[config.mk]
export PLATFORM = sky130hd
export DESIGN_NAME = video_timing_flat
export DESIGN_NICKNAME = d
export VERILOG_FILES = /design/src/design/fb_pkg.sv /design/src/design/fb_ifs.sv /design/src/design/video_timing.sv /design/src/flat_wrapper.sv
export SDC_FILE = /design/constraint.sdc
export NUM_CORES = 1
export LEC_CHECK = 0
export ABC_AREA = 1
export BUFFER_PORTS_ARGS = -buffer_cell sky130_fd_sc_hd__buf_4
export CAP_MARGIN = 20
export CORE_MARGIN = 3
export CORE_UTILIZATION = 30
export CTS_CLUSTER_SIZE = 12
export DETAILED_ROUTE_END_ITERATION = 7
export GPL_TIMING_DRIVEN = 0
export HOLD_SLACK_MARGIN = 0.12
export SETUP_SLACK_MARGIN = 0.2
export SLEW_MARGIN = 20
export SYNTH_ARGS = -nofsm -noshare
export SYNTH_HDL_FRONTEND = slang
export SYNTH_SLANG_ARGS = --single-unit
[constraint.sdc]
create_clock -name clk_25_2m -period 1.5 [get_ports clk_25_2m]
set_input_delay 0.45 -clock clk_25_2m [delete_from_list [all_inputs] [get_ports clk_25_2m]]
set_output_delay 0.45 -clock clk_25_2m [all_outputs]
set_load 0.02 [all_outputs]
[src/design/fb_pkg.sv]
`default_nettype none

package fb_pkg;

	// ====================
	// Pixel and bus types
	// ====================
	typedef logic [23:0] pixel_t;     // 8:8:8 RGB
	typedef logic [13:0] wb_addr_t;   // Bit 13 picks the buffer
	typedef logic [11:0] coord_t;     // Raster x or y

	localparam int tile_idx_w = 13;   // Tile index inside one buffer
	typedef logic [tile_idx_w-1:0] tile_idx_t;

	// ====================
	// 640x480 at 60 Hz
	// ====================
	localparam int h_active = 640;
	localparam int h_front  = 16;
	localparam int h_sync   = 96;     // hs low for this many clocks
	localparam int h_back   = 48;
	localparam int h_total  = 800;

	localparam int v_active = 480;
	localparam int v_front  = 10;
	localparam int v_sync   = 2;      // vs low for this many lines
	localparam int v_back   = 33;
	localparam int v_total  = 525;

	// Stored frame is one word per 8x8 screen block
	localparam int tile_shift      = 3;
	localparam int tiles_x         = 80;
	localparam int tiles_y         = 60;
	localparam int tiles_per_frame = 4800;
	localparam int ram_depth       = 1 << 14;   // Two buffers on a 13-bit index

	localparam pixel_t color_red  = 24'hFF0000;
	localparam pixel_t color_blue = 24'h0000FF;

endpackage

`default_nettype wire
[src/design/fb_ifs.sv]
`default_nettype none


// ====================
// Raster position
// ====================
interface raster_if import fb_pkg::*; ();
	coord_t x;              // Current column
	coord_t y;              // Current line
	logic   de;             // Inside the 640x480 window
	logic   hs;             // Active low
	logic   vs;             // Active low
	logic   vblank_start;   // First clock of line 480

	modport source (output x, y, de, hs, vs, vblank_start);
	modport sink   (input x, y, de, hs, vs, vblank_start);
endinterface

`default_nettype wire

[src/design/video_timing.sv]
`default_nettype none

module video_timing import fb_pkg::*; (
	input  logic     clk_25_2m,
	input  logic     reset,
	raster_if.source raster
);

	coord_t h_cnt;   // Pixel within line
	coord_t v_cnt;   // Line within frame

	// ====================
	// Counters
	// ====================
	always_ff @(posedge clk_25_2m) begin
		if (!reset) begin
			h_cnt <= '0;   // Start on the first active pixel
			v_cnt <= '0;
		end else if (h_cnt == coord_t'(h_total - 1)) begin
			h_cnt <= '0;
			if (v_cnt == coord_t'(v_total - 1))
				v_cnt <= '0;   // Next frame
			else
				v_cnt <= v_cnt + 1'b1;
		end else begin
			h_cnt <= h_cnt + 1'b1;
		end
	end

	// ====================
	// Decodes, no latency
	// ====================
	assign raster.x  = h_cnt;
	assign raster.y  = v_cnt;
	assign raster.de = (h_cnt < coord_t'(h_active)) && (v_cnt < coord_t'(v_active));

	// Sync pulses sit between front and back porch
	assign raster.hs = !((h_cnt >= coord_t'(h_active + h_front)) &&
		(h_cnt < coord_t'(h_total - h_back)));
	assign raster.vs = !((v_cnt >= coord_t'(v_active + v_front)) &&
		(v_cnt < coord_t'(v_total - v_back)));

	// Single clock at the top of vertical blank, used for the buffer swap
	assign raster.vblank_start = (h_cnt == '0) && (v_cnt == coord_t'(v_active));

endmodule

`default_nettype wire

[src/flat_wrapper.sv]
// flat-port wrapper written by rule: the top's interface ports become plain ports
module video_timing_flat import fb_pkg::*;
  (clk_25_2m, reset, raster_x, raster_y, raster_de, raster_hs, raster_vs, raster_vblank_start);
  raster_if raster_i ();
  input  logic clk_25_2m;
  input  logic reset;
  output wire logic [$bits(raster_i.x)-1:0] raster_x;
  output wire logic [$bits(raster_i.y)-1:0] raster_y;
  output wire logic [$bits(raster_i.de)-1:0] raster_de;
  output wire logic [$bits(raster_i.hs)-1:0] raster_hs;
  output wire logic [$bits(raster_i.vs)-1:0] raster_vs;
  output wire logic [$bits(raster_i.vblank_start)-1:0] raster_vblank_start;
  assign raster_x = raster_i.x;
  assign raster_y = raster_i.y;
  assign raster_de = raster_i.de;
  assign raster_hs = raster_i.hs;
  assign raster_vs = raster_i.vs;
  assign raster_vblank_start = raster_i.vblank_start;
  video_timing u_core (.clk_25_2m(clk_25_2m), .reset(reset), .raster(raster_i));
endmodule
**After elaboration in Yosys (flattened, before gate mapping)**

Cells that the tools add are included.

- Flip-flop bits (word level): 24
- Bits of input ports: 2
- Word-level logic and storage cells: 23

- Add/subtract/negate cells: 2
- Magnitude comparators: 6
- Equal/unequal tests: 3
- Muxes and demuxes: 1
- Bitwise operators: 1
- Reductions and logical operators: 8

Operators with widths:

| kind | count |
|---|---|
| $add 12x1->12 const B | 2 |
| $eq 12x10->1 const B | 2 |
| $lt 12x10->1 const B | 2 |
| $lt 12x9->1 const B | 2 |
| $eq 12x9->1 const B | 1 |
| $ge 12x10->1 const B | 1 |
| $ge 12x9->1 const B | 1 |
| $logic_not 12->1 | 1 |
| $mux 12 | 1 |
| $logic_and 1x1->1 | 4 |
| $logic_not 1->1 | 2 |
| $reduce_or 2->1 | 1 |
| $not 1->1 | 1 |

**Logic depth before layout (Yosys ltp)**

- Depth in word-level cells: 3
- Depth in mapped cells: 9

**Worst setup path before layout**

No wires, ideal clock.

- Path type: flip-flop to output port
- From: register u_core.v_cnt[10], in the netlist u_core.raster.y[10]
- To: output port raster_vblank_start
- Arrival time: 1.518 ns
- Required time: 1.050 ns
- Path slack: -0.468 ns
- Stages on the path, launching flop included: 7
- Cell sequence: dfxtp_1 -> inv_1 -> nand2_1 -> or2_2 -> nor3_1 -> nand3_1 -> nor3_1

- Longest elaborated chain between the ends: 2

RTL lines:

| what | line | RTL |
|---|---|---|
| from (decl) | video_timing.sv:10 | `coord_t v_cnt;` |
| from (signal assigned) | video_timing.sv:24 | `v_cnt <= v_cnt + 1'b1;` |
| $eq 12x9->1 | video_timing.sv:44 | `assign raster.vblank_start = (h_cnt == '0) && (v_cnt == coord_t'(v_active));` |
| $logic_and 1x1->1 | video_timing.sv:44 |  |
| to (decl) | flat_wrapper.sv:12 | `output wire logic [$bits(raster_i.vblank_start)-1:0] raster_vblank_start;` |

No other way between the ends.

**Worst setup path after layout**

- From: register u_core.v_cnt[1], in the netlist u_core.raster.y[1]
- To: output port raster_vblank_start

Same word-level chain as after synthesis.

==> run_results.csv <==
group,metric,value,unit
min_path,hold-path-cell-count,3,
placement,placedInstanceArea,1804,um^2
clocking,clk_path_buf_depth,2,
run,cap_violations,0,
outcome,violations,"negative setup slack",
placement,placed_cells,300,
global_routing,grt_pass1_wl,6872,um
pwr,p_int,1.037,mW
setup_path,r2r-end,"u_core.raster.y[9]",
final_layout,syn2layout_area_growth,76.80,%
placement,place.gp.congestion,0.8240,
min_path,hold_path.startpoint,"reset",
outcome,status,"complete, but fails checks",
route,drc,0,
setup_path,critPathMaxFanout,2,
sta,hold_violations,0,
clocking,postCtsHoldBufs,0,
sta,tightestPinTransition,0.3324,ns
synth,synth_edf_count,0,
clocking,clk_latency,0.28,ns
synth,synth_area,1424,um^2
placement,dpl.hpwl,2743,um
setup_path,cp.required,1.05,ns
route,drtAntennaViolNets,0,
setup_path,critPathCaptureType,"primary output",
sta,period_minus_slack,2.057,ns
pwr,share_comb_of_total_power,9.6,%
sta,relSlewSlack,77.67,%
synth,yosysTopAreaCellShare,33.74,%
clocking,cts_tree,"built",
clocking,cts_buffers,3,
pwr,clockPowerShare,43.6,%
sta,clock_skew,0.01134,ns
sta,setup_viol,12,
route,drtPass1Iterations,4,
pwr,power_frac_seq,46.8,%
setup_path,crit_chain,"inv_2 -> ha_4 -> nand2_2 -> nor3_2 -> nand4_1 -> nor3_4 -> buf_6",
pwr,powerDensity,532.8,nW/um^2
sta,max_freq,486.0,MHz
floorplan,io_pins,30,
route,drt-initial-drc-count,114,
synth,yosys_most_used_dff,"dfxtp_1",
global_routing,track_usage,15.61,%
clocking,h-tree-depth,1,
min_path,holdPathEnd,"u_core.raster.y[8]",
setup_path,cp.arrival,1.61,ns
sta,setup_slack,-0.5575,ns
pwr,leakagePower,1.070,nW
setup_path,rr_startpoint,"u_core.raster.x[0]",
synth,ys_types,25,
final_layout,fin_nets,291,
floorplan,start_util,31.82,%
final_layout,drive_above_1_share,55.63,%
synth,synth.top_cells.by_area,"dfxtp_1 34%, nand2_1 14%, inv_1 9.5%",
setup_path,crit_type,"reg -> out",
floorplan,core-area,4474,um^2
synth,async_flop_share,0,%
setup_path,worstSetupStartpointType,"flip-flop",
synth,synth-seq-cells,24,
clocking,clock-root-buffer,"clkbuf_8",
pwr,sw_frac_of_total,22.68,%
route,wire_per_inst,12.83,um
synth,ys_seq_area_share,33.74,%
synth,yosysTopAreaCell,"dfxtp_1",
min_path,hp-class,"in -> reg",
pwr,p_total,1.341,mW
synth,yosysWarningCount,0,
synth,syn_nets,225,
synth,synthTopCellsByCount,"52 x nand2_1, 36 x inv_1, 34 x nor2_1, 24 x dfxtp_1, 14 x nand3_1",
clocking,clock_sinks,24,
global_routing,grt_pass1_vias,1485,
synth,yosysMostFrequentCell,"nand2_1",
floorplan,die_w,74.89,um
global_routing,grt_max_degree,15,
final_layout,stdcell_count,336,
setup_path,crit_path_max_incr_delay,0.34,ns
final_layout,diodes,0,
pwr,max-vdd-ir-drop,323.0,uV
synth,avgSynthCellArea,6.502,um^2
route,drt_wl_total,4311,um
setup_path,rr_worst_depth,9,
final_layout,fin_area,2517,um^2
setup_path,rrSetupSlack,-0.03,ns
setup_path,worst_path_max_delay_cell,"dfxtp_2",
sta,period_share,137.2,%
floorplan,die_area,5609,um^2
synth,synth_cells,219,
global_routing,antenna_found_initial,0,
clocking,clk_pin_slew,0.10,ns
global_routing,grt_overflow_total,0,
sta,final.setup.tns,-1.769,ns
sta,rsz0062_at_grt,"true",
pwr,p_sw,304.3,uW
floorplan,die_h,74.89,um
route,vias_per_cell,4.964,
floorplan,rows,24,
route,vias,1668,
sta,final-max-slew-violation-count,0,
placement,port_buffers,29,
==> critical path, delay by kind of cell, from the launching register on <==
family / cells / cell delay (ns)
buffers and inverters: 2 / 0.22
DFF: 1 / 0.34
adders and majority gates: 1 / 0.14
and+or+nand+nor: 4 / 0.64
==> area by class of cell <==
cell class | count | area [um^2]
well taps | 52 | 65.06
flip-flops and latches | 24 | 550.5
multi-input cells | 158 | 1104
clock buffers | 3 | 41.29
inverters | 37 | 156.4
clock inverters | 1 | 30.03
repair buffers | 61 | 570.5
fillers | 378 | 1957
==> sequential cells by signal (all words and copies together) (netlist names) <==
name             cells
u_core.raster.x     12
u_core.raster.y     12
==> worst max-delay path by stage <==
stage	start	to	slack (ns)	cells past startpoint
2_1_floorplan	u_core.raster.y[11]	raster_vblank_start	-0.21	6
4_1_cts	u_core.raster.y[1]	raster_vblank_start	-0.49	7
3_3_place_gp	u_core.raster.y[11]	raster_vblank_start	-0.35	7
3_5_place_dp	u_core.raster.y[10]	raster_vblank_start	-0.36	7
5_1_grt	u_core.raster.y[0]	raster_vblank_start	-0.59	7
6_report	u_core.raster.y[1]	raster_vblank_start	-0.56	7
==> per-layer routing <==
metal	vias to the layer above	part of all wire, %	track usage, %
met4	0	2.1	4.150
met5	-	0	0
met2	37	50	25.92
li1	831	-	-
met1	790	44	21.62
met3	10	3.9	1.469
==> cell families (layout without fill, tap and decap cells) <==
kind of cell | Yosys count | count (layout) | synth area share (%)
AOI/OAI and AO/OA | 19 | 19 | 7.294
xor gates and xnor gates | 3 | 3 | 1.846
adders and majority gates | 4 | 4 | 3.515
buffers and inverters | 37 | 102 | 9.754
DFF | 24 | 24 | 33.74
and+or+nand+nor | 132 | 132 | 43.85
==> what timing repair did <==
item / in CTS / in global routing
setup endpoints to repair: 37 / 45
buffers inserted: 20 / 12
pin swaps: 19 / 16
gates resized for setup: 65 / 62
==> placed cells by master (no fill, tap or decap), types with 2 or more instances in the layout <==
cell      count
nand2_1      43
buf_4        32
buf_6        28
nor2_1       24
inv_1        22
dfxtp_4      16
nand3_1      11
inv_2        10
nor2_2       10
dfxtp_2       8
nand2_2       7
nand4_1       7
nor2_4        6
nor3_1        5
a21oi_1       5
inv_4         4
o21ai_2       4
ha_4          4
nor3_4        3
nand2_8       3
a21oi_2       3
clkbuf_8      3
nand2_4       2
nor4_4        2
nand3_2       2
nand3_4       2
o21ai_0       2
o21ai_1       2
==> power by group through the flow <==
stage                     combinational, mW  clock [mW]  sequential, mW
final                                 0.129       0.585           0.628
after global placement               0.0678           0           0.667
after CTS                             0.104       0.598           0.634
after global routing                  0.142       0.618           0.629
after floorplan                      0.0374           0           0.673
after detailed placement             0.0688           0           0.667
==> through the flow <==
step / utilization, % / hold slack [ns] / setup WS [ns]
floorplan: - / 0.4772 / -0.2132
global placement: 40.32 / 0.4440 / -0.3490
detailed placement: 40.32 / 0.4422 / -0.3551
CTS: 49.78 / 0.4920 / -0.4890
global route: 56.26 / 0.5182 / -0.5945
finish: 56.26 / 0.4957 / -0.5575
No activity file was read; power rests on OpenSTA's default activity.
