## config.mk

```make
export PLATFORM = sky130hd
export DESIGN_NAME = wb_arbiter_flat
export DESIGN_NICKNAME = d
export VERILOG_FILES = /design/src/design/fb_pkg.sv /design/src/design/fb_ifs.sv /design/src/design/wb_arbiter.sv /design/src/flat_wrapper.sv
export SDC_FILE = /design/constraint.sdc
export NUM_CORES = 1
export LEC_CHECK = 0
export BUFFER_PORTS_ARGS = -buffer_cell sky130_fd_sc_hd__buf_2
export CORE_AREA = 2 2 77 79
export DETAILED_ROUTE_END_ITERATION = 6
export DIE_AREA = 0 0 79 81
export HOLD_SLACK_MARGIN = 0.15
export PLACE_DENSITY = 0.82
export SLEW_MARGIN = 25
export SYNTH_ARGS = -nofsm -noshare
export SYNTH_HDL_FRONTEND = slang
export SYNTH_SLANG_ARGS = --single-unit
```

## constraint.sdc

```tcl
create_clock -name clk_25_2m -period 2.4 [get_ports clk_25_2m]
set_clock_uncertainty 0.2 [all_clocks]
set_input_delay 0.48 -clock clk_25_2m [delete_from_list [all_inputs] [get_ports clk_25_2m]]
set_output_delay 0.48 -clock clk_25_2m [all_outputs]
set_load 0.03 [all_outputs]
```

## src/design/fb_pkg.sv

```systemverilog
`default_nettype none

package fb_pkg;

	// ====================
	// Pixel and bus types
	// ====================
	typedef logic [23:0] pixel_t;     // 8:8:8 RGB
	typedef logic [13:0] wb_addr_t;   // Bit 13 picks the buffer
	typedef logic [11:0] coord_t;     // Raster x or y

	localparam int tile_idx_w = 13;   // Tile index inside one buffer
	typedef logic [tile_idx_w-1:0] tile_idx_t;

	// ====================
	// 640x480 at 60 Hz
	// ====================
	localparam int h_active = 640;
	localparam int h_front  = 16;
	localparam int h_sync   = 96;     // hs low for this many clocks
	localparam int h_back   = 48;
	localparam int h_total  = 800;

	localparam int v_active = 480;
	localparam int v_front  = 10;
	localparam int v_sync   = 2;      // vs low for this many lines
	localparam int v_back   = 33;
	localparam int v_total  = 525;

	// Stored frame is one word per 8x8 screen block
	localparam int tile_shift      = 3;
	localparam int tiles_x         = 80;
	localparam int tiles_y         = 60;
	localparam int tiles_per_frame = 4800;
	localparam int ram_depth       = 1 << 14;   // Two buffers on a 13-bit index

	localparam pixel_t color_red  = 24'hFF0000;
	localparam pixel_t color_blue = 24'h0000FF;

endpackage

`default_nettype wire
```

## src/design/fb_ifs.sv

```systemverilog
`default_nettype none

// ====================
// Wishbone classic
// ====================
interface wb_if import fb_pkg::*; ();
	logic     cyc;      // Bus cycle in progress
	logic     stb;      // Valid transfer
	logic     we;       // 1 = write
	wb_addr_t adr;
	pixel_t   dat_w;    // Master to slave
	pixel_t   dat_r;    // Slave to master
	logic     ack;      // One cycle per transfer

	modport master (
		output cyc, stb, we, adr, dat_w,
		input  dat_r, ack
	);

	modport slave (
		input  cyc, stb, we, adr, dat_w,
		output dat_r, ack
	);
endinterface


`default_nettype wire

```

## src/design/wb_arbiter.sv

```systemverilog
`default_nettype none

module wb_arbiter import fb_pkg::*; (
	input  logic clk_25_2m,
	input  logic reset,
	wb_if.slave  fetch_bus,
	wb_if.slave  writer_bus,
	wb_if.master ram_bus
);

	logic locked;         // A cycle was running last clock
	logic owner_fetch;    // Who had it
	logic hold;           // Owner still in its cycle
	logic grant_fetch;
	logic grant_writer;

	// ====================
	// Grant
	// ====================
	assign hold = locked && (owner_fetch ? fetch_bus.cyc : writer_bus.cyc);

	// Display wins whenever the bus is free
	assign grant_fetch  = hold ? owner_fetch : fetch_bus.cyc;
	assign grant_writer = hold ? ~owner_fetch : (~fetch_bus.cyc & writer_bus.cyc);

	always_ff @(posedge clk_25_2m) begin
		if (!reset) begin
			locked      <= 1'b0;
			owner_fetch <= 1'b0;
		end else begin
			locked      <= ram_bus.cyc;
			owner_fetch <= grant_fetch;
		end
	end

	// ====================
	// Routing
	// ====================
	assign ram_bus.cyc   = (grant_fetch & fetch_bus.cyc) | (grant_writer & writer_bus.cyc);
	assign ram_bus.stb   = grant_fetch ? fetch_bus.stb   : writer_bus.stb;
	assign ram_bus.we    = grant_fetch ? fetch_bus.we    : writer_bus.we;
	assign ram_bus.adr   = grant_fetch ? fetch_bus.adr   : writer_bus.adr;
	assign ram_bus.dat_w = grant_fetch ? fetch_bus.dat_w : writer_bus.dat_w;

	assign fetch_bus.ack    = grant_fetch & ram_bus.ack;
	assign writer_bus.ack   = grant_writer & ram_bus.ack;
	assign fetch_bus.dat_r  = grant_fetch ? ram_bus.dat_r : '0;
	assign writer_bus.dat_r = grant_writer ? ram_bus.dat_r : '0;

endmodule

`default_nettype wire

```

## src/flat_wrapper.sv

```systemverilog
// flat-port wrapper written by rule: the top's interface ports become plain ports
module wb_arbiter_flat import fb_pkg::*;
  (clk_25_2m, reset, fetch_bus_cyc, fetch_bus_stb, fetch_bus_we, fetch_bus_adr, fetch_bus_dat_w, fetch_bus_dat_r, fetch_bus_ack, writer_bus_cyc, writer_bus_stb, writer_bus_we, writer_bus_adr, writer_bus_dat_w, writer_bus_dat_r, writer_bus_ack, ram_bus_cyc, ram_bus_stb, ram_bus_we, ram_bus_adr, ram_bus_dat_w, ram_bus_dat_r, ram_bus_ack);
  wb_if fetch_bus_i ();
  wb_if writer_bus_i ();
  wb_if ram_bus_i ();
  input  logic clk_25_2m;
  input  logic reset;
  input wire logic [$bits(fetch_bus_i.cyc)-1:0] fetch_bus_cyc;
  input wire logic [$bits(fetch_bus_i.stb)-1:0] fetch_bus_stb;
  input wire logic [$bits(fetch_bus_i.we)-1:0] fetch_bus_we;
  input wire logic [$bits(fetch_bus_i.adr)-1:0] fetch_bus_adr;
  input wire logic [$bits(fetch_bus_i.dat_w)-1:0] fetch_bus_dat_w;
  output wire logic [$bits(fetch_bus_i.dat_r)-1:0] fetch_bus_dat_r;
  output wire logic [$bits(fetch_bus_i.ack)-1:0] fetch_bus_ack;
  input wire logic [$bits(writer_bus_i.cyc)-1:0] writer_bus_cyc;
  input wire logic [$bits(writer_bus_i.stb)-1:0] writer_bus_stb;
  input wire logic [$bits(writer_bus_i.we)-1:0] writer_bus_we;
  input wire logic [$bits(writer_bus_i.adr)-1:0] writer_bus_adr;
  input wire logic [$bits(writer_bus_i.dat_w)-1:0] writer_bus_dat_w;
  output wire logic [$bits(writer_bus_i.dat_r)-1:0] writer_bus_dat_r;
  output wire logic [$bits(writer_bus_i.ack)-1:0] writer_bus_ack;
  output wire logic [$bits(ram_bus_i.cyc)-1:0] ram_bus_cyc;
  output wire logic [$bits(ram_bus_i.stb)-1:0] ram_bus_stb;
  output wire logic [$bits(ram_bus_i.we)-1:0] ram_bus_we;
  output wire logic [$bits(ram_bus_i.adr)-1:0] ram_bus_adr;
  output wire logic [$bits(ram_bus_i.dat_w)-1:0] ram_bus_dat_w;
  input wire logic [$bits(ram_bus_i.dat_r)-1:0] ram_bus_dat_r;
  input wire logic [$bits(ram_bus_i.ack)-1:0] ram_bus_ack;
  assign fetch_bus_i.cyc = fetch_bus_cyc;
  assign fetch_bus_i.stb = fetch_bus_stb;
  assign fetch_bus_i.we = fetch_bus_we;
  assign fetch_bus_i.adr = fetch_bus_adr;
  assign fetch_bus_i.dat_w = fetch_bus_dat_w;
  assign fetch_bus_dat_r = fetch_bus_i.dat_r;
  assign fetch_bus_ack = fetch_bus_i.ack;
  assign writer_bus_i.cyc = writer_bus_cyc;
  assign writer_bus_i.stb = writer_bus_stb;
  assign writer_bus_i.we = writer_bus_we;
  assign writer_bus_i.adr = writer_bus_adr;
  assign writer_bus_i.dat_w = writer_bus_dat_w;
  assign writer_bus_dat_r = writer_bus_i.dat_r;
  assign writer_bus_ack = writer_bus_i.ack;
  assign ram_bus_cyc = ram_bus_i.cyc;
  assign ram_bus_stb = ram_bus_i.stb;
  assign ram_bus_we = ram_bus_i.we;
  assign ram_bus_adr = ram_bus_i.adr;
  assign ram_bus_dat_w = ram_bus_i.dat_w;
  assign ram_bus_i.dat_r = ram_bus_dat_r;
  assign ram_bus_i.ack = ram_bus_ack;
  wb_arbiter u_core (.clk_25_2m(clk_25_2m), .reset(reset), .fetch_bus(fetch_bus_i), .writer_bus(writer_bus_i), .ram_bus(ram_bus_i));
endmodule
```

# Word-level counts from Yosys, hierarchy flattened
# Cells that the tools add are included.
op_classes:
  n_addsub: 0
  div_mod_pow: 0
  mux: 9
  eq_ne: 0
  n_reduce_logical: 1
  magnitude_cmp: 0
  mul: 0
  bitwise_logic: 8
  n_shift: 0
ops:
  columns: ["op", "count"]
  rows:
  - ["2-to-1 mux 24 bit", 3]
  - ["2-to-1 mux 14 bit", 1]
  - ["bitwise AND 1 bit", 5]
  - ["2-to-1 mux 1 bit", 5]
  - ["NOT 1 bit", 2]
  - ["logical AND 1 bit", 1]
  - ["bitwise OR 1 bit", 1]
word_totals:
  regBits: 2
  output_inout_bits: 91
  inputBits: 109
  latchBits: 0
  ram_bits: 0
  memories: 0
  mem_bits_ro: 0

# Logic depth before layout (Yosys ltp)
logic_depth:
  depth_word: 5
  ltp_mapped: 5
  depth_no_buf: 2

# Worst setup path before layout
# OpenSTA, ideal clock, no wires.
synth_timing:
  path_kind: "input port to output port"
  from: "input port writer_bus_cyc"
  to: "output port writer_bus_dat_r[10]"
  n_path_buf: 2
  setup_slack_ns: 0.102
  arrival_ns: 1.618
  stages: 4
  t_required_ns: 1.720
  path_cell_list: "buf_6 -> inv_2 -> clkbuf_1 -> a211oi_1"
synth_via:
  elab_chain_cells: 4
  word_cells_on_any_way: 5
synth_lines:
  columns: ["item", "line_no", "text"]
  rows:
  - ["from (decl)", "flat_wrapper.sv:16", "input wire logic [$bits(writer_bus_i.cyc)-1:0] writer_bus_cyc;"]
  - ["2-to-1 mux 1 bit", "wb_arbiter.sv:20", "assign hold = locked && (owner_fetch ? fetch_bus.cyc : writer_bus.cyc);"]
  - ["logical AND 1 bit", "wb_arbiter.sv:20", null]
  - ["2-to-1 mux 1 bit (*)", "wb_arbiter.sv:24", "assign grant_writer = hold ? ~owner_fetch : (~fetch_bus.cyc & writer_bus.cyc);"]
  - ["2-to-1 mux 24 bit (*)", "wb_arbiter.sv:48", "assign writer_bus.dat_r = grant_writer ? ram_bus.dat_r : '0;"]
  - ["to (decl)", "flat_wrapper.sv:21", "output wire logic [$bits(writer_bus_i.dat_r)-1:0] writer_bus_dat_r;"]
# Mark *: on every way between the ends. The rest lies on a longest branch, timed or not.

==> results.toml <==
[synthesis]
yosysTopAreaCell = "o211ai_2"
syn-num-nets = 393
synthDistinctLibCells = 18
syn_inst = 284
syn_avg_cell_area_sq_um = 7.16
synthSimpleGateAreaFrac_pct = 47.1
ys.flop_type = "dfxtp_1"
synth_edf_count = 0
netlist_top_cells_count = "41 x nand2b_1, 40 x nand2_1, 40 x nand4b_1, 40 x o211ai_2, 25 x inv_1"
ys_ff_latch = 2
synthAdderAreaFrac_pct = 0
synthMuxAreaShare_pct = 0
synth_area_leaders = "o211ai_2 25%, nand4b_1 17%, nand2b_1 13%"
synth_top_family_by_area = "simple AND/OR/NAND/NOR gates"
synth_xor_area_share_pct = 0
synth_compound_area_share_pct = 34.1
ys_seq_area_share_pct = 1.97
ys_warn_count = 0
async_flop_share_pct = 0
netlist.area_leader.share_pct = 24.6
yosysMostFrequentCell = "nand2b_1"
synth_area_sq_um = 2030

[floorplanning]
dieArea_sq_um = 6400
coreArea_sq_um = 5680
die_w_um = 79
die_height_um = 81
pin_count = 200
start_util_pct = 35.8
num_rows = 28

[worst_setup_path]
startpoint_type = "register"
rr_startpoint = "u_core.locked$_SDFF_PN0_"
crit_required_ns = 1.72
worstSetupEndpointType = "output pin"
crit_fanout = 40
cp_data_arrival_time_ns = 1.53
crit_type = "register to output pin"

[detailed_routing]
drc_errors = 0
wl_per_cell_um = 13.1
finalWirelength_um = 6980
viasPerCell = 5.24
drt-initial-drc-count = 93
postRouteAntennaNets = 0
first_pass_iters = 4
routed-via-count = 2798

[power_and_ir_drop]
seqPwrFrac_pct = 4.3
leakage_uw = 0.00172
power_density_nw_per_um2 = 301
power.clock.fraction_pct = 14.2
combPwrFrac_pct = 81.5
ir_worst_vdd_mv = 0.239
swShare_pct = 54.9
power.switching_uw = 504
p_int_uw = 414

[hold_path]
hold_path_class = "primary input to register"
holdCritStartpoint = "reset"

[layout]
num-fill-cells = 552
area_growth_pct = 50.3
drive_gt1_share_pct = 58.0
final_nets = 570
antenna_cells = 0

[clock_network]
numCtsBuffers = 3
cts_root_buf = "clkbuf_8"
clock-sinks = 2
ctsResizeCount = 0
cts_setup_buffers = 0
cts.htree.levels = 1
cts_tree = "built"
clock_latency_ns = 0.21
clk_pin_slew_ns = 0.03
cts_max_path_buffers = 2
hold_buffers = 0

[timing]
worstMarginPinSlew_ns = 0.419
fin_crit_sh_pct = 92.0
setup_viol = 0
hold_viol = 0
rsz0062_at_grt = "false"
slew_viol_final = 0
slew_headroom_pct = 72.0
min_period_ns = 2.21
hold_ws_ns = 0.291
fin_setup_tns_ns = 0
fmax_mhz = 453

[run_status]
run_status = "finished, final reports clean"

[global_route]
grt_use_total_pct = 19.8
grt_max_degree = 69
grt_pass1_wl_um = 10700
grt_pass1_vias = 2515
grt_overflow = 0
antenna_found_initial = 1

[place]
place_congestion = 0.730
dp.final_hpwl_um = 5440
io_buffers = 199

[flow_run]
maxCapViolCount = 0
==> layout by cell type, fill, tap and decap left out, drive strengths merged <==
cell and n:
buf 212, nand2b 41, nand2 40, nand4b 40, o211ai 40, inv 26
and3 26, a211oi 25, clkbuf 3, dfxtp 2, and3b 1, nand3b 1
or2 1, and2 1
==> critical path, stage by stage, from the launching register on <==
cell and delay, ns:
dfxtp_1 0.43, and3b_2 0.26, buf_12 0.20, o211ai_2 0.19
buf_2 0.22
==> through the flow <==
step | total power [uW] | cell area (sq um) | util (%) | worst slack (ns) | instances
floorplan | 555 | 2030 | - | 0.102 | 284
global placement | 775 | 3010 | 53.1 | 0.271 | 531
detailed placement | 789 | 3010 | 53.1 | 0.206 | 531
CTS | 926 | 3060 | 53.8 | 0.153 | 534
global route | 985 | 3060 | 53.8 | 0.0405 | 534
finish | 918 | 3060 | 53.8 | 0.192 | 534
==> cell type report <==
type                            count  area (sq um)  area share [%]
Inverter                           26          97.6            3.19
Timing Repair Buffer              212          1130            37.0
Sequential cell                     2          40.0            1.31
Clock buffer                        3          41.3            1.35
Tap cell                           75          93.8            3.07
Multi-Input combinational cell    216          1650            54.1
==> final timing paths <==
kind,endpoint,slack (ns),cells after the start
min,u_core.locked$_SDFF_PN0_,0.29,2
min reg2reg,register,0.76,3
max,ram_bus_adr[2],0.19,4
max reg2reg,register,1.09,3
==> routing by layer <==
layer	routed length, um	up-vias	share of wire, %	track usage [%]
met1	2750	1304	39	21.6
li1	-	1381	-	-
met2	3660	103	52	39.4
met5	13	-	0.19	0
met3	504	8	7.2	3.44
met4	51	2	0.73	4.66
==> cells by family (layout without fill, tap and decap cells) <==
group           Yosys count  count (layout)
simple gates            151             151
buf+inv                  66             241
compound gates           65              65
flops                     2               2
==> power groups by stage <==
stage / combinational [uW] / clock, uW / sequential [uW]
CTS: 750 / 135 / 40.4
floorplan: 518 / 0 / 37.4
global route: 801 / 143 / 40.6
detailed placement: 748 / 0 / 40.8
global placement: 734 / 0 / 40.7
finish: 748 / 130 / 39.9
No activity file was read; power rests on OpenSTA's default activity.
