<file path="config.mk">
export PLATFORM = sky130hd
export DESIGN_NAME = display_fetch_flat
export DESIGN_NICKNAME = d
export VERILOG_FILES = /design/src/design/fb_pkg.sv /design/src/design/fb_ifs.sv /design/src/design/display_fetch.sv /design/src/flat_wrapper.sv
export SDC_FILE = /design/constraint.sdc
export NUM_CORES = 1
export LEC_CHECK = 0
export ABC_AREA = 1
export BUFFER_PORTS_ARGS = -buffer_cell sky130_fd_sc_hd__buf_2
export CORE_MARGIN = 1.5
export CORE_UTILIZATION = 54
export DETAILED_ROUTE_END_ITERATION = 7
export PLACE_DENSITY = 0.9
export SETUP_SLACK_MARGIN = 0.4
export SYNTH_ARGS = -nofsm -noshare
export SYNTH_HDL_FRONTEND = slang
export SYNTH_SLANG_ARGS = --single-unit
</file>
<file path="constraint.sdc">
create_clock -name clk_25_2m -period 9.5 [get_ports clk_25_2m]
set_input_delay 1.9 -clock clk_25_2m [delete_from_list [all_inputs] [get_ports clk_25_2m]]
set_output_delay 1.9 -clock clk_25_2m [all_outputs]
set_load 0.02 [all_outputs]
</file>
<file path="src/design/fb_pkg.sv">
`default_nettype none

package fb_pkg;

	// ====================
	// Pixel and bus types
	// ====================
	typedef logic [23:0] pixel_t;     // 8:8:8 RGB
	typedef logic [13:0] wb_addr_t;   // Bit 13 picks the buffer
	typedef logic [11:0] coord_t;     // Raster x or y

	localparam int tile_idx_w = 13;   // Tile index inside one buffer
	typedef logic [tile_idx_w-1:0] tile_idx_t;

	// ====================
	// 640x480 at 60 Hz
	// ====================
	localparam int h_active = 640;
	localparam int h_front  = 16;
	localparam int h_sync   = 96;     // hs low for this many clocks
	localparam int h_back   = 48;
	localparam int h_total  = 800;

	localparam int v_active = 480;
	localparam int v_front  = 10;
	localparam int v_sync   = 2;      // vs low for this many lines
	localparam int v_back   = 33;
	localparam int v_total  = 525;

	// Stored frame is one word per 8x8 screen block
	localparam int tile_shift      = 3;
	localparam int tiles_x         = 80;
	localparam int tiles_y         = 60;
	localparam int tiles_per_frame = 4800;
	localparam int ram_depth       = 1 << 14;   // Two buffers on a 13-bit index

	localparam pixel_t color_red  = 24'hFF0000;
	localparam pixel_t color_blue = 24'h0000FF;

endpackage

`default_nettype wire
</file>
<file path="src/design/fb_ifs.sv">
`default_nettype none

// ====================
// Wishbone classic
// ====================
interface wb_if import fb_pkg::*; ();
	logic     cyc;      // Bus cycle in progress
	logic     stb;      // Valid transfer
	logic     we;       // 1 = write
	wb_addr_t adr;
	pixel_t   dat_w;    // Master to slave
	pixel_t   dat_r;    // Slave to master
	logic     ack;      // One cycle per transfer

	modport master (
		output cyc, stb, we, adr, dat_w,
		input  dat_r, ack
	);

	modport slave (
		input  cyc, stb, we, adr, dat_w,
		output dat_r, ack
	);
endinterface

// ====================
// Raster position
// ====================
interface raster_if import fb_pkg::*; ();
	coord_t x;              // Current column
	coord_t y;              // Current line
	logic   de;             // Inside the 640x480 window
	logic   hs;             // Active low
	logic   vs;             // Active low
	logic   vblank_start;   // First clock of line 480

	modport source (output x, y, de, hs, vs, vblank_start);
	modport sink   (input x, y, de, hs, vs, vblank_start);
endinterface

`default_nettype wire

</file>
<file path="src/design/display_fetch.sv">
`default_nettype none

module display_fetch import fb_pkg::*; (
	input  logic    clk_25_2m,
	input  logic    reset,
	raster_if.sink  raster,
	wb_if.master    bus,
	input  logic    front_sel,
	output pixel_t  pix,
	output logic    de,
	output logic    hs,
	output logic    vs
);

	coord_t    next_y;       // Line after the current one
	coord_t    tile_x;       // Coming tile column
	coord_t    tile_y;       // Coming tile row
	logic      coming_ok;    // Coming tile is on screen
	logic      adv;          // Tile boundary at the next edge
	tile_idx_t tile_idx;
	wb_addr_t  adr_q;
	logic      cyc_q;
	logic      next_valid;
	pixel_t    cur_word;     // Tile under the raster
	pixel_t    next_word;    // Prefetched tile

	// ====================
	// Coming tile
	// ====================
	always_comb begin
		next_y = (raster.y == coord_t'(v_total - 1)) ? '0 : raster.y + 1'b1;
		if (raster.x < coord_t'(h_active)) begin
			tile_x = (raster.x >> tile_shift) + 1'b1;
			tile_y = raster.y >> tile_shift;
		end else begin
			tile_x = '0;   // Hblank: first tile of next line
			tile_y = next_y >> tile_shift;
		end
		coming_ok = (tile_x < coord_t'(tiles_x)) && (tile_y < coord_t'(tiles_y));
		if (raster.x < coord_t'(h_active))
			adv = coming_ok && (raster.x[tile_shift-1:0] == '1);
		else
			adv = coming_ok && (raster.x == coord_t'(h_total - 1));
	end

	assign tile_idx = tile_idx_t'(tile_y) * tile_idx_t'(tiles_x) + tile_idx_t'(tile_x);

	// ====================
	// Prefetch control
	// ====================
	always_ff @(posedge clk_25_2m) begin
		if (!reset) begin
			cyc_q      <= 1'b0;
			next_valid <= 1'b0;
		end else if (cyc_q) begin
			if (bus.ack) begin
				cyc_q      <= 1'b0;
				next_valid <= 1'b1;
			end
		end else if (adv) begin
			next_valid <= 1'b0;   // Next slot moves into current
		end else if (!next_valid && coming_ok) begin
			cyc_q <= 1'b1;
		end
	end

	always_ff @(posedge clk_25_2m) begin
		if (!cyc_q)
			adr_q <= {front_sel, tile_idx};   // Frozen once the read is open
		if (cyc_q && bus.ack)
			next_word <= bus.dat_r;
		if (adv)
			cur_word <= next_word;
	end

	assign bus.cyc   = cyc_q;
	assign bus.stb   = cyc_q;
	assign bus.we    = 1'b0;   // Read only
	assign bus.adr   = adr_q;
	assign bus.dat_w = '0;

	// ====================
	// Output registers
	// ====================
	always_ff @(posedge clk_25_2m) begin
		if (!reset) begin
			pix <= '0;
			de  <= 1'b0;
			hs  <= 1'b1;   // Syncs idle high
			vs  <= 1'b1;
		end else begin
			pix <= raster.de ? cur_word : '0;   // Black outside active video
			de  <= raster.de;
			hs  <= raster.hs;
			vs  <= raster.vs;
		end
	end

endmodule

`default_nettype wire

</file>
<file path="src/flat_wrapper.sv">
// flat-port wrapper written by rule: the top's interface ports become plain ports
module display_fetch_flat import fb_pkg::*;
  (clk_25_2m, reset, front_sel, pix, de, hs, vs, raster_x, raster_y, raster_de, raster_hs, raster_vs, raster_vblank_start, bus_cyc, bus_stb, bus_we, bus_adr, bus_dat_w, bus_dat_r, bus_ack);
  raster_if raster_i ();
  wb_if bus_i ();
  input  logic clk_25_2m;
  input  logic reset;
  input  logic front_sel;
  output pixel_t pix;
  output logic de;
  output logic hs;
  output logic vs;
  input wire logic [$bits(raster_i.x)-1:0] raster_x;
  input wire logic [$bits(raster_i.y)-1:0] raster_y;
  input wire logic [$bits(raster_i.de)-1:0] raster_de;
  input wire logic [$bits(raster_i.hs)-1:0] raster_hs;
  input wire logic [$bits(raster_i.vs)-1:0] raster_vs;
  input wire logic [$bits(raster_i.vblank_start)-1:0] raster_vblank_start;
  output wire logic [$bits(bus_i.cyc)-1:0] bus_cyc;
  output wire logic [$bits(bus_i.stb)-1:0] bus_stb;
  output wire logic [$bits(bus_i.we)-1:0] bus_we;
  output wire logic [$bits(bus_i.adr)-1:0] bus_adr;
  output wire logic [$bits(bus_i.dat_w)-1:0] bus_dat_w;
  input wire logic [$bits(bus_i.dat_r)-1:0] bus_dat_r;
  input wire logic [$bits(bus_i.ack)-1:0] bus_ack;
  assign raster_i.x = raster_x;
  assign raster_i.y = raster_y;
  assign raster_i.de = raster_de;
  assign raster_i.hs = raster_hs;
  assign raster_i.vs = raster_vs;
  assign raster_i.vblank_start = raster_vblank_start;
  assign bus_cyc = bus_i.cyc;
  assign bus_stb = bus_i.stb;
  assign bus_we = bus_i.we;
  assign bus_adr = bus_i.adr;
  assign bus_dat_w = bus_i.dat_w;
  assign bus_i.dat_r = bus_dat_r;
  assign bus_i.ack = bus_ack;
  display_fetch u_core (.clk_25_2m(clk_25_2m), .reset(reset), .raster(raster_i), .bus(bus_i), .front_sel(front_sel), .pix(pix), .de(de), .hs(hs), .vs(vs));
endmodule
</file>
# == After elaboration in Yosys (flattened, before gate mapping) ==
# Index checks and enable logic that the tools add are counted.
# classes
addsub,3
n_mul,1
order_cmp,3
n_eq_ne,4
n_mux,11
n_reduce_logical,9
# op_table
cell,count
equality test 12 x 10 -> 1 bit (second input constant),2
adder 13 x 12 -> 13 bit,1
adder 12 x 1 -> 12 bit (second input constant),1
less-than comparator 12 x 10 -> 1 bit (second input constant),1
less-than comparator 12 x 6 -> 1 bit (second input constant),1
less-than comparator 12 x 7 -> 1 bit (second input constant),1
multiplier 12 x 3 -> 9 bit (second input constant),1
2-to-1 mux 12 bit,1
adder 9 x 1 -> 10 bit (second input constant),1
2-to-1 mux 10 bit,1
2-to-1 mux 9 bit,1
2-to-1 mux 1 bit,8
logical AND 1 bit,5
AND reduction 2 bit,2
equality test 3 bit (second input constant),1
!= test 2 bit (second input constant),1
nonzero test 2 bit,1
zero test 1 bit,1
# word_totals
ff_bits,91
input_bits,56
output_inout_bits,68
elab_cells,40

# == Depth between registers and ports, before layout ==
# logic_depth
word_depth,9
ltp_mapped,21
depth_no_buf,20

# == Worst setup path before layout ==
# OpenSTA, ideal clock, no wires.
# synth_path
path_kind,input-to-reg
start,input port raster_x[10]
end,"register u_core.adr_q[12], in the netlist u_core.bus.adr[12], data pin"
setup_ns,0.252
arrival_ns,4.317
required_time_ns,9.248
path_slack_ns,4.931
stages,18
n_path_buf,1
cell_sequence,nor2_2 > nand3_2 > buf_6 > nand2_2 > xor2_1 > inv_1 > ha_1 > ha_1 > fa_1 > ha_1 > inv_1 > a21oi_1 > o21ai_0 > nand2_1 > nand2_1 > inv_1 > nand2_1 > nand2_1
# synth_via
elab_chain_len,4
elab_cells_between_ends,6
cone_classes,2 x add/sub; 1 x mul; 1 x order compare; 2 x mux
# synth_lines
item,line,source
start: declaration,flat_wrapper.sv:13,input wire logic [$bits(raster_i.x)-1:0] raster_x;
less-than comparator 12 x 10 -> 1 bit,display_fetch.sv:32,if (raster.x < coord_t'(h_active)) begin
2-to-1 mux 9 bit,display_fetch.sv:32,
multiplier 12 x 3 -> 9 bit,display_fetch.sv:46,assign tile_idx = tile_idx_t'(tile_y) * tile_idx_t'(tiles_x) + tile_idx_t'(tile_x);
adder 13 x 12 -> 13 bit (*),display_fetch.sv:46,
via u_core.tile_idx[12],display_fetch.sv:20,tile_idx_t tile_idx;
end signal: assignment,display_fetch.sv:69,"adr_q <= {front_sel, tile_idx};"
end: declaration,display_fetch.sv:21,wb_addr_t adr_q;
# The timed path passes the listed nets; every way through them passes the cells marked *.
# A chain may end at the register's enable or synchronous reset.

# == Final worst setup path ==
# Same ends and word-level chain as after synthesis.

==> impl_metrics.env <==
export IMPL_status="finished clean"
export IMPL_yosysTopAreaCell="edfxtp_1"
export IMPL_tightest_slew_ns=0.927
export IMPL_cp_top_family="adder cells"
export IMPL_rrSetupSlack_ns=7.93
export IMPL_crit_arrival_ns=4.88
export IMPL_maxSlewViolCount=0
export IMPL_path_clk_slew_ns=0.10
export IMPL_postCtsResizedCells=0
export IMPL_utilization_pct=65.7
export IMPL_cp_slowest_cell="fa_1"
export IMPL_area_growth_pct=17.2
export IMPL_grt_max_degree=26
export IMPL_die_h_um=90.0
export IMPL_power_leakage_nw=2.36
export IMPL_crit_path_start_kind="primary input"
export IMPL_worst_slack_ns=4.74
export IMPL_synth_area_um2=4090
export IMPL_cp_startpoint="raster_x[10]"
export IMPL_yosysWarningCount=0
export IMPL_max_freq_mhz=210
export IMPL_via_count=2832
export IMPL_critical_path_class="in -> reg"
export IMPL_clkLatencyLatePin_ns=0.35
export IMPL_wirelength_um=7380
export IMPL_synthCells=393
export IMPL_grt_overflow_total=0
export IMPL_async_flop_share_pct=0
export IMPL_synth_area_leaders="edfxtp_1 (46%), dfxtp_1 (14%), ha_1 (5.5%)"
export IMPL_place_congestion=0.834
export IMPL_wl_per_cell_um=12.3
export IMPL_grt_pass1_vias=2667
export IMPL_crit_path_frequent_cell="nand2_1"
export IMPL_cp_cell_sequence="buf_2 > nor2_2 > nand3_2 > nand2_2 > xor2_1 > inv_1 > ha_1 > ha_1 > fa_1 > ha_1 > inv_1 > a21oi_1 > o21ai_0 > nand2_1 > nand2_1 > inv_1 > nand2_1 > nand2_1"
export IMPL_dr_first_iter_drc_count=119
export IMPL_min_period_over_period_pct=50.1
export IMPL_postCtsHoldBufs=0
export IMPL_ant_nets=0
export IMPL_dominantRegCellSynth="edfxtp_1"
export IMPL_min_path_cells=0
export IMPL_synth_area_per_cell_um2=10.4
export IMPL_fp_dieW_um=90.0
export IMPL_cts_buffers=9
export IMPL_start_util_pct=56.1
export IMPL_power_density_nw_per_um2=179
export IMPL_reg2reg_to="u_core.next_word[4]"
export IMPL_whs_endpoint="u_core.cur_word[11]"
export IMPL_synthDistinctLibCells=29
export IMPL_layout_drive_gt1_share_pct=27.0
export IMPL_tns_ns=0
export IMPL_synth_edf_count=62
export IMPL_layout_nets=574
export IMPL_synth_seq_area_share_pct=59.7
export IMPL_cp_num_buf_inv=4
export IMPL_postCtsSetupBuffers=0
export IMPL_first_pass_iters=4
export IMPL_synth_common_cells="edfxtp_1 (62), inv_1 (60), nand2_1 (58), nor2_1 (51), dfxtp_1 (29)"
export IMPL_report_final_setup_viol=0
export IMPL_crit_required_ns=9.62
export IMPL_rr_worst_depth=2
export IMPL_cts_tree="yes"
export IMPL_min_period_ns=4.76
export IMPL_critical_path_max_stage_delay_ns=0.44
export IMPL_pre_cts_slack_ns=4.37
export IMPL_antenna_found_initial=0
export IMPL_synth_top_area_share_pct=45.5
export IMPL_maxCapViolations=0
export IMPL_critPathCaptureType="flop"
export IMPL_cts_sinks=91
export IMPL_io_pin_count=124
export IMPL_grt_first_pass_wirelength_um=12100
export IMPL_hold_path_class="reg -> reg"
export IMPL_rr_startpoint="u_core.bus.cyc"
export IMPL_drc=0
export IMPL_clock_skew_ns=0.0124
export IMPL_core_area_um2=7290
export IMPL_relSlewSlack_pct=38.2
export IMPL_hold_path_startpoint="u_core.next_word[11]"
export IMPL_vdd_ir_drop_max_mv=0.0717
export IMPL_rows=31
export IMPL_via_per_inst=4.70
export IMPL_hold_ws_ns=0.423
export IMPL_ys_seq_elements=91
export IMPL_rsz0062_at_grt="false"
export IMPL_die_area_um2=8100
export IMPL_portBuffers=97
export IMPL_num_antenna_cells=0
export IMPL_track_usage_pct=19.0
export IMPL_cp_max_fo=20
export IMPL_synthMostInstantiatedCell="edfxtp_1"
export IMPL_clockBufferDepth=2
export IMPL_clockRootBuffer="clkbuf_8"
export IMPL_dp_hpwl_um=5640
export IMPL_htree_num_levels=3
export IMPL_finalHoldViolations=0
cells in the final DEF (no fill, tap or decap), drive strengths merged:
master / n
xnor2: 2
fa: 2
a21oi: 14
o21bai: 2
clkbuf: 10
edfxtp: 62
xor2: 7
o211ai: 1
nor3: 1
o21ai: 4
dfxtp: 29
conb: 28
nand4: 9
or2: 1
nand3: 22
inv: 67
buf: 97
nand2: 66
nand3b: 1
clkinv: 2
nor2: 58
ha: 18
area by class of cell:
type / instances / area, um2
Multi-Input combinational cell: 236 / 1290
Clock inverter: 6 / 62.6
Tap cell: 99 / 124
Sequential cell: 91 / 2440
Inverter: 63 / 236
Fill cell: 583 / 2500
Timing Repair Buffer: 97 / 485
Clock buffer: 10 / 149
power breakdown:
group          switching [mW]  internal, mW  leakage [nW]
combinational          0.0936        0.0487          1.43
sequential            0.00508         0.447         0.822
clock                   0.144         0.118         0.108
total                   0.242         0.614          2.36
routing by layer:
metal	GRT usage [%]	vias to the layer above	wire length, um
li1	-	1424	-
met3	3.47	15	328
met4	7.94	0	148
met2	34.9	101	3950
met1	21.4	1292	2950
met5	0	-	0
worst max path at each step:
stage	endpoint	slack (ns)	cells after the start
global placement	u_core.bus.adr[12]	4.41	18
floorplan	u_core.bus.adr[12]	4.93	18
CTS	u_core.bus.adr[12]	4.73	18
global route	u_core.bus.adr[12]	4.49	18
detailed placement	u_core.bus.adr[12]	4.37	18
finish	u_core.bus.adr[12]	4.74	18
registers in the layout, summed over array words and instances, names as in the netlist:
name	flops
u_core.next_valid	1
u_core.hs	1
u_core.bus.cyc	1
u_core.de	1
u_core.vs	1
u_core.bus.adr	14
u_core.next_word	24
u_core.cur_word	24
u_core.pix	24
logic make-up after synthesis:
kind of cell / synth area share (%)
DFF: 59.7
buffers and inverters: 11.1
xor gates and xnor gates: 1.93
AOI/OAI and AO/OA: 2.75
and+or+nand+nor: 17.8
other: 0.0917
adders and majority gates: 6.49
worst reg2reg max path, cell delays in order, from the launching register on:
cell,delay (ns)
dfxtp_1,0.42
nand2_1,0.10
inv_1,0.68
stage by stage:
step	cell area, um2	total power [mW]	instances
after floorplan	4190	0.565	420
after global placement	4580	0.596	586
after detailed placement	4580	0.602	586
after CTS	4790	0.863	602
after global routing	4790	0.896	602
final	4790	0.856	602
(Power assumes the default switching activity.)
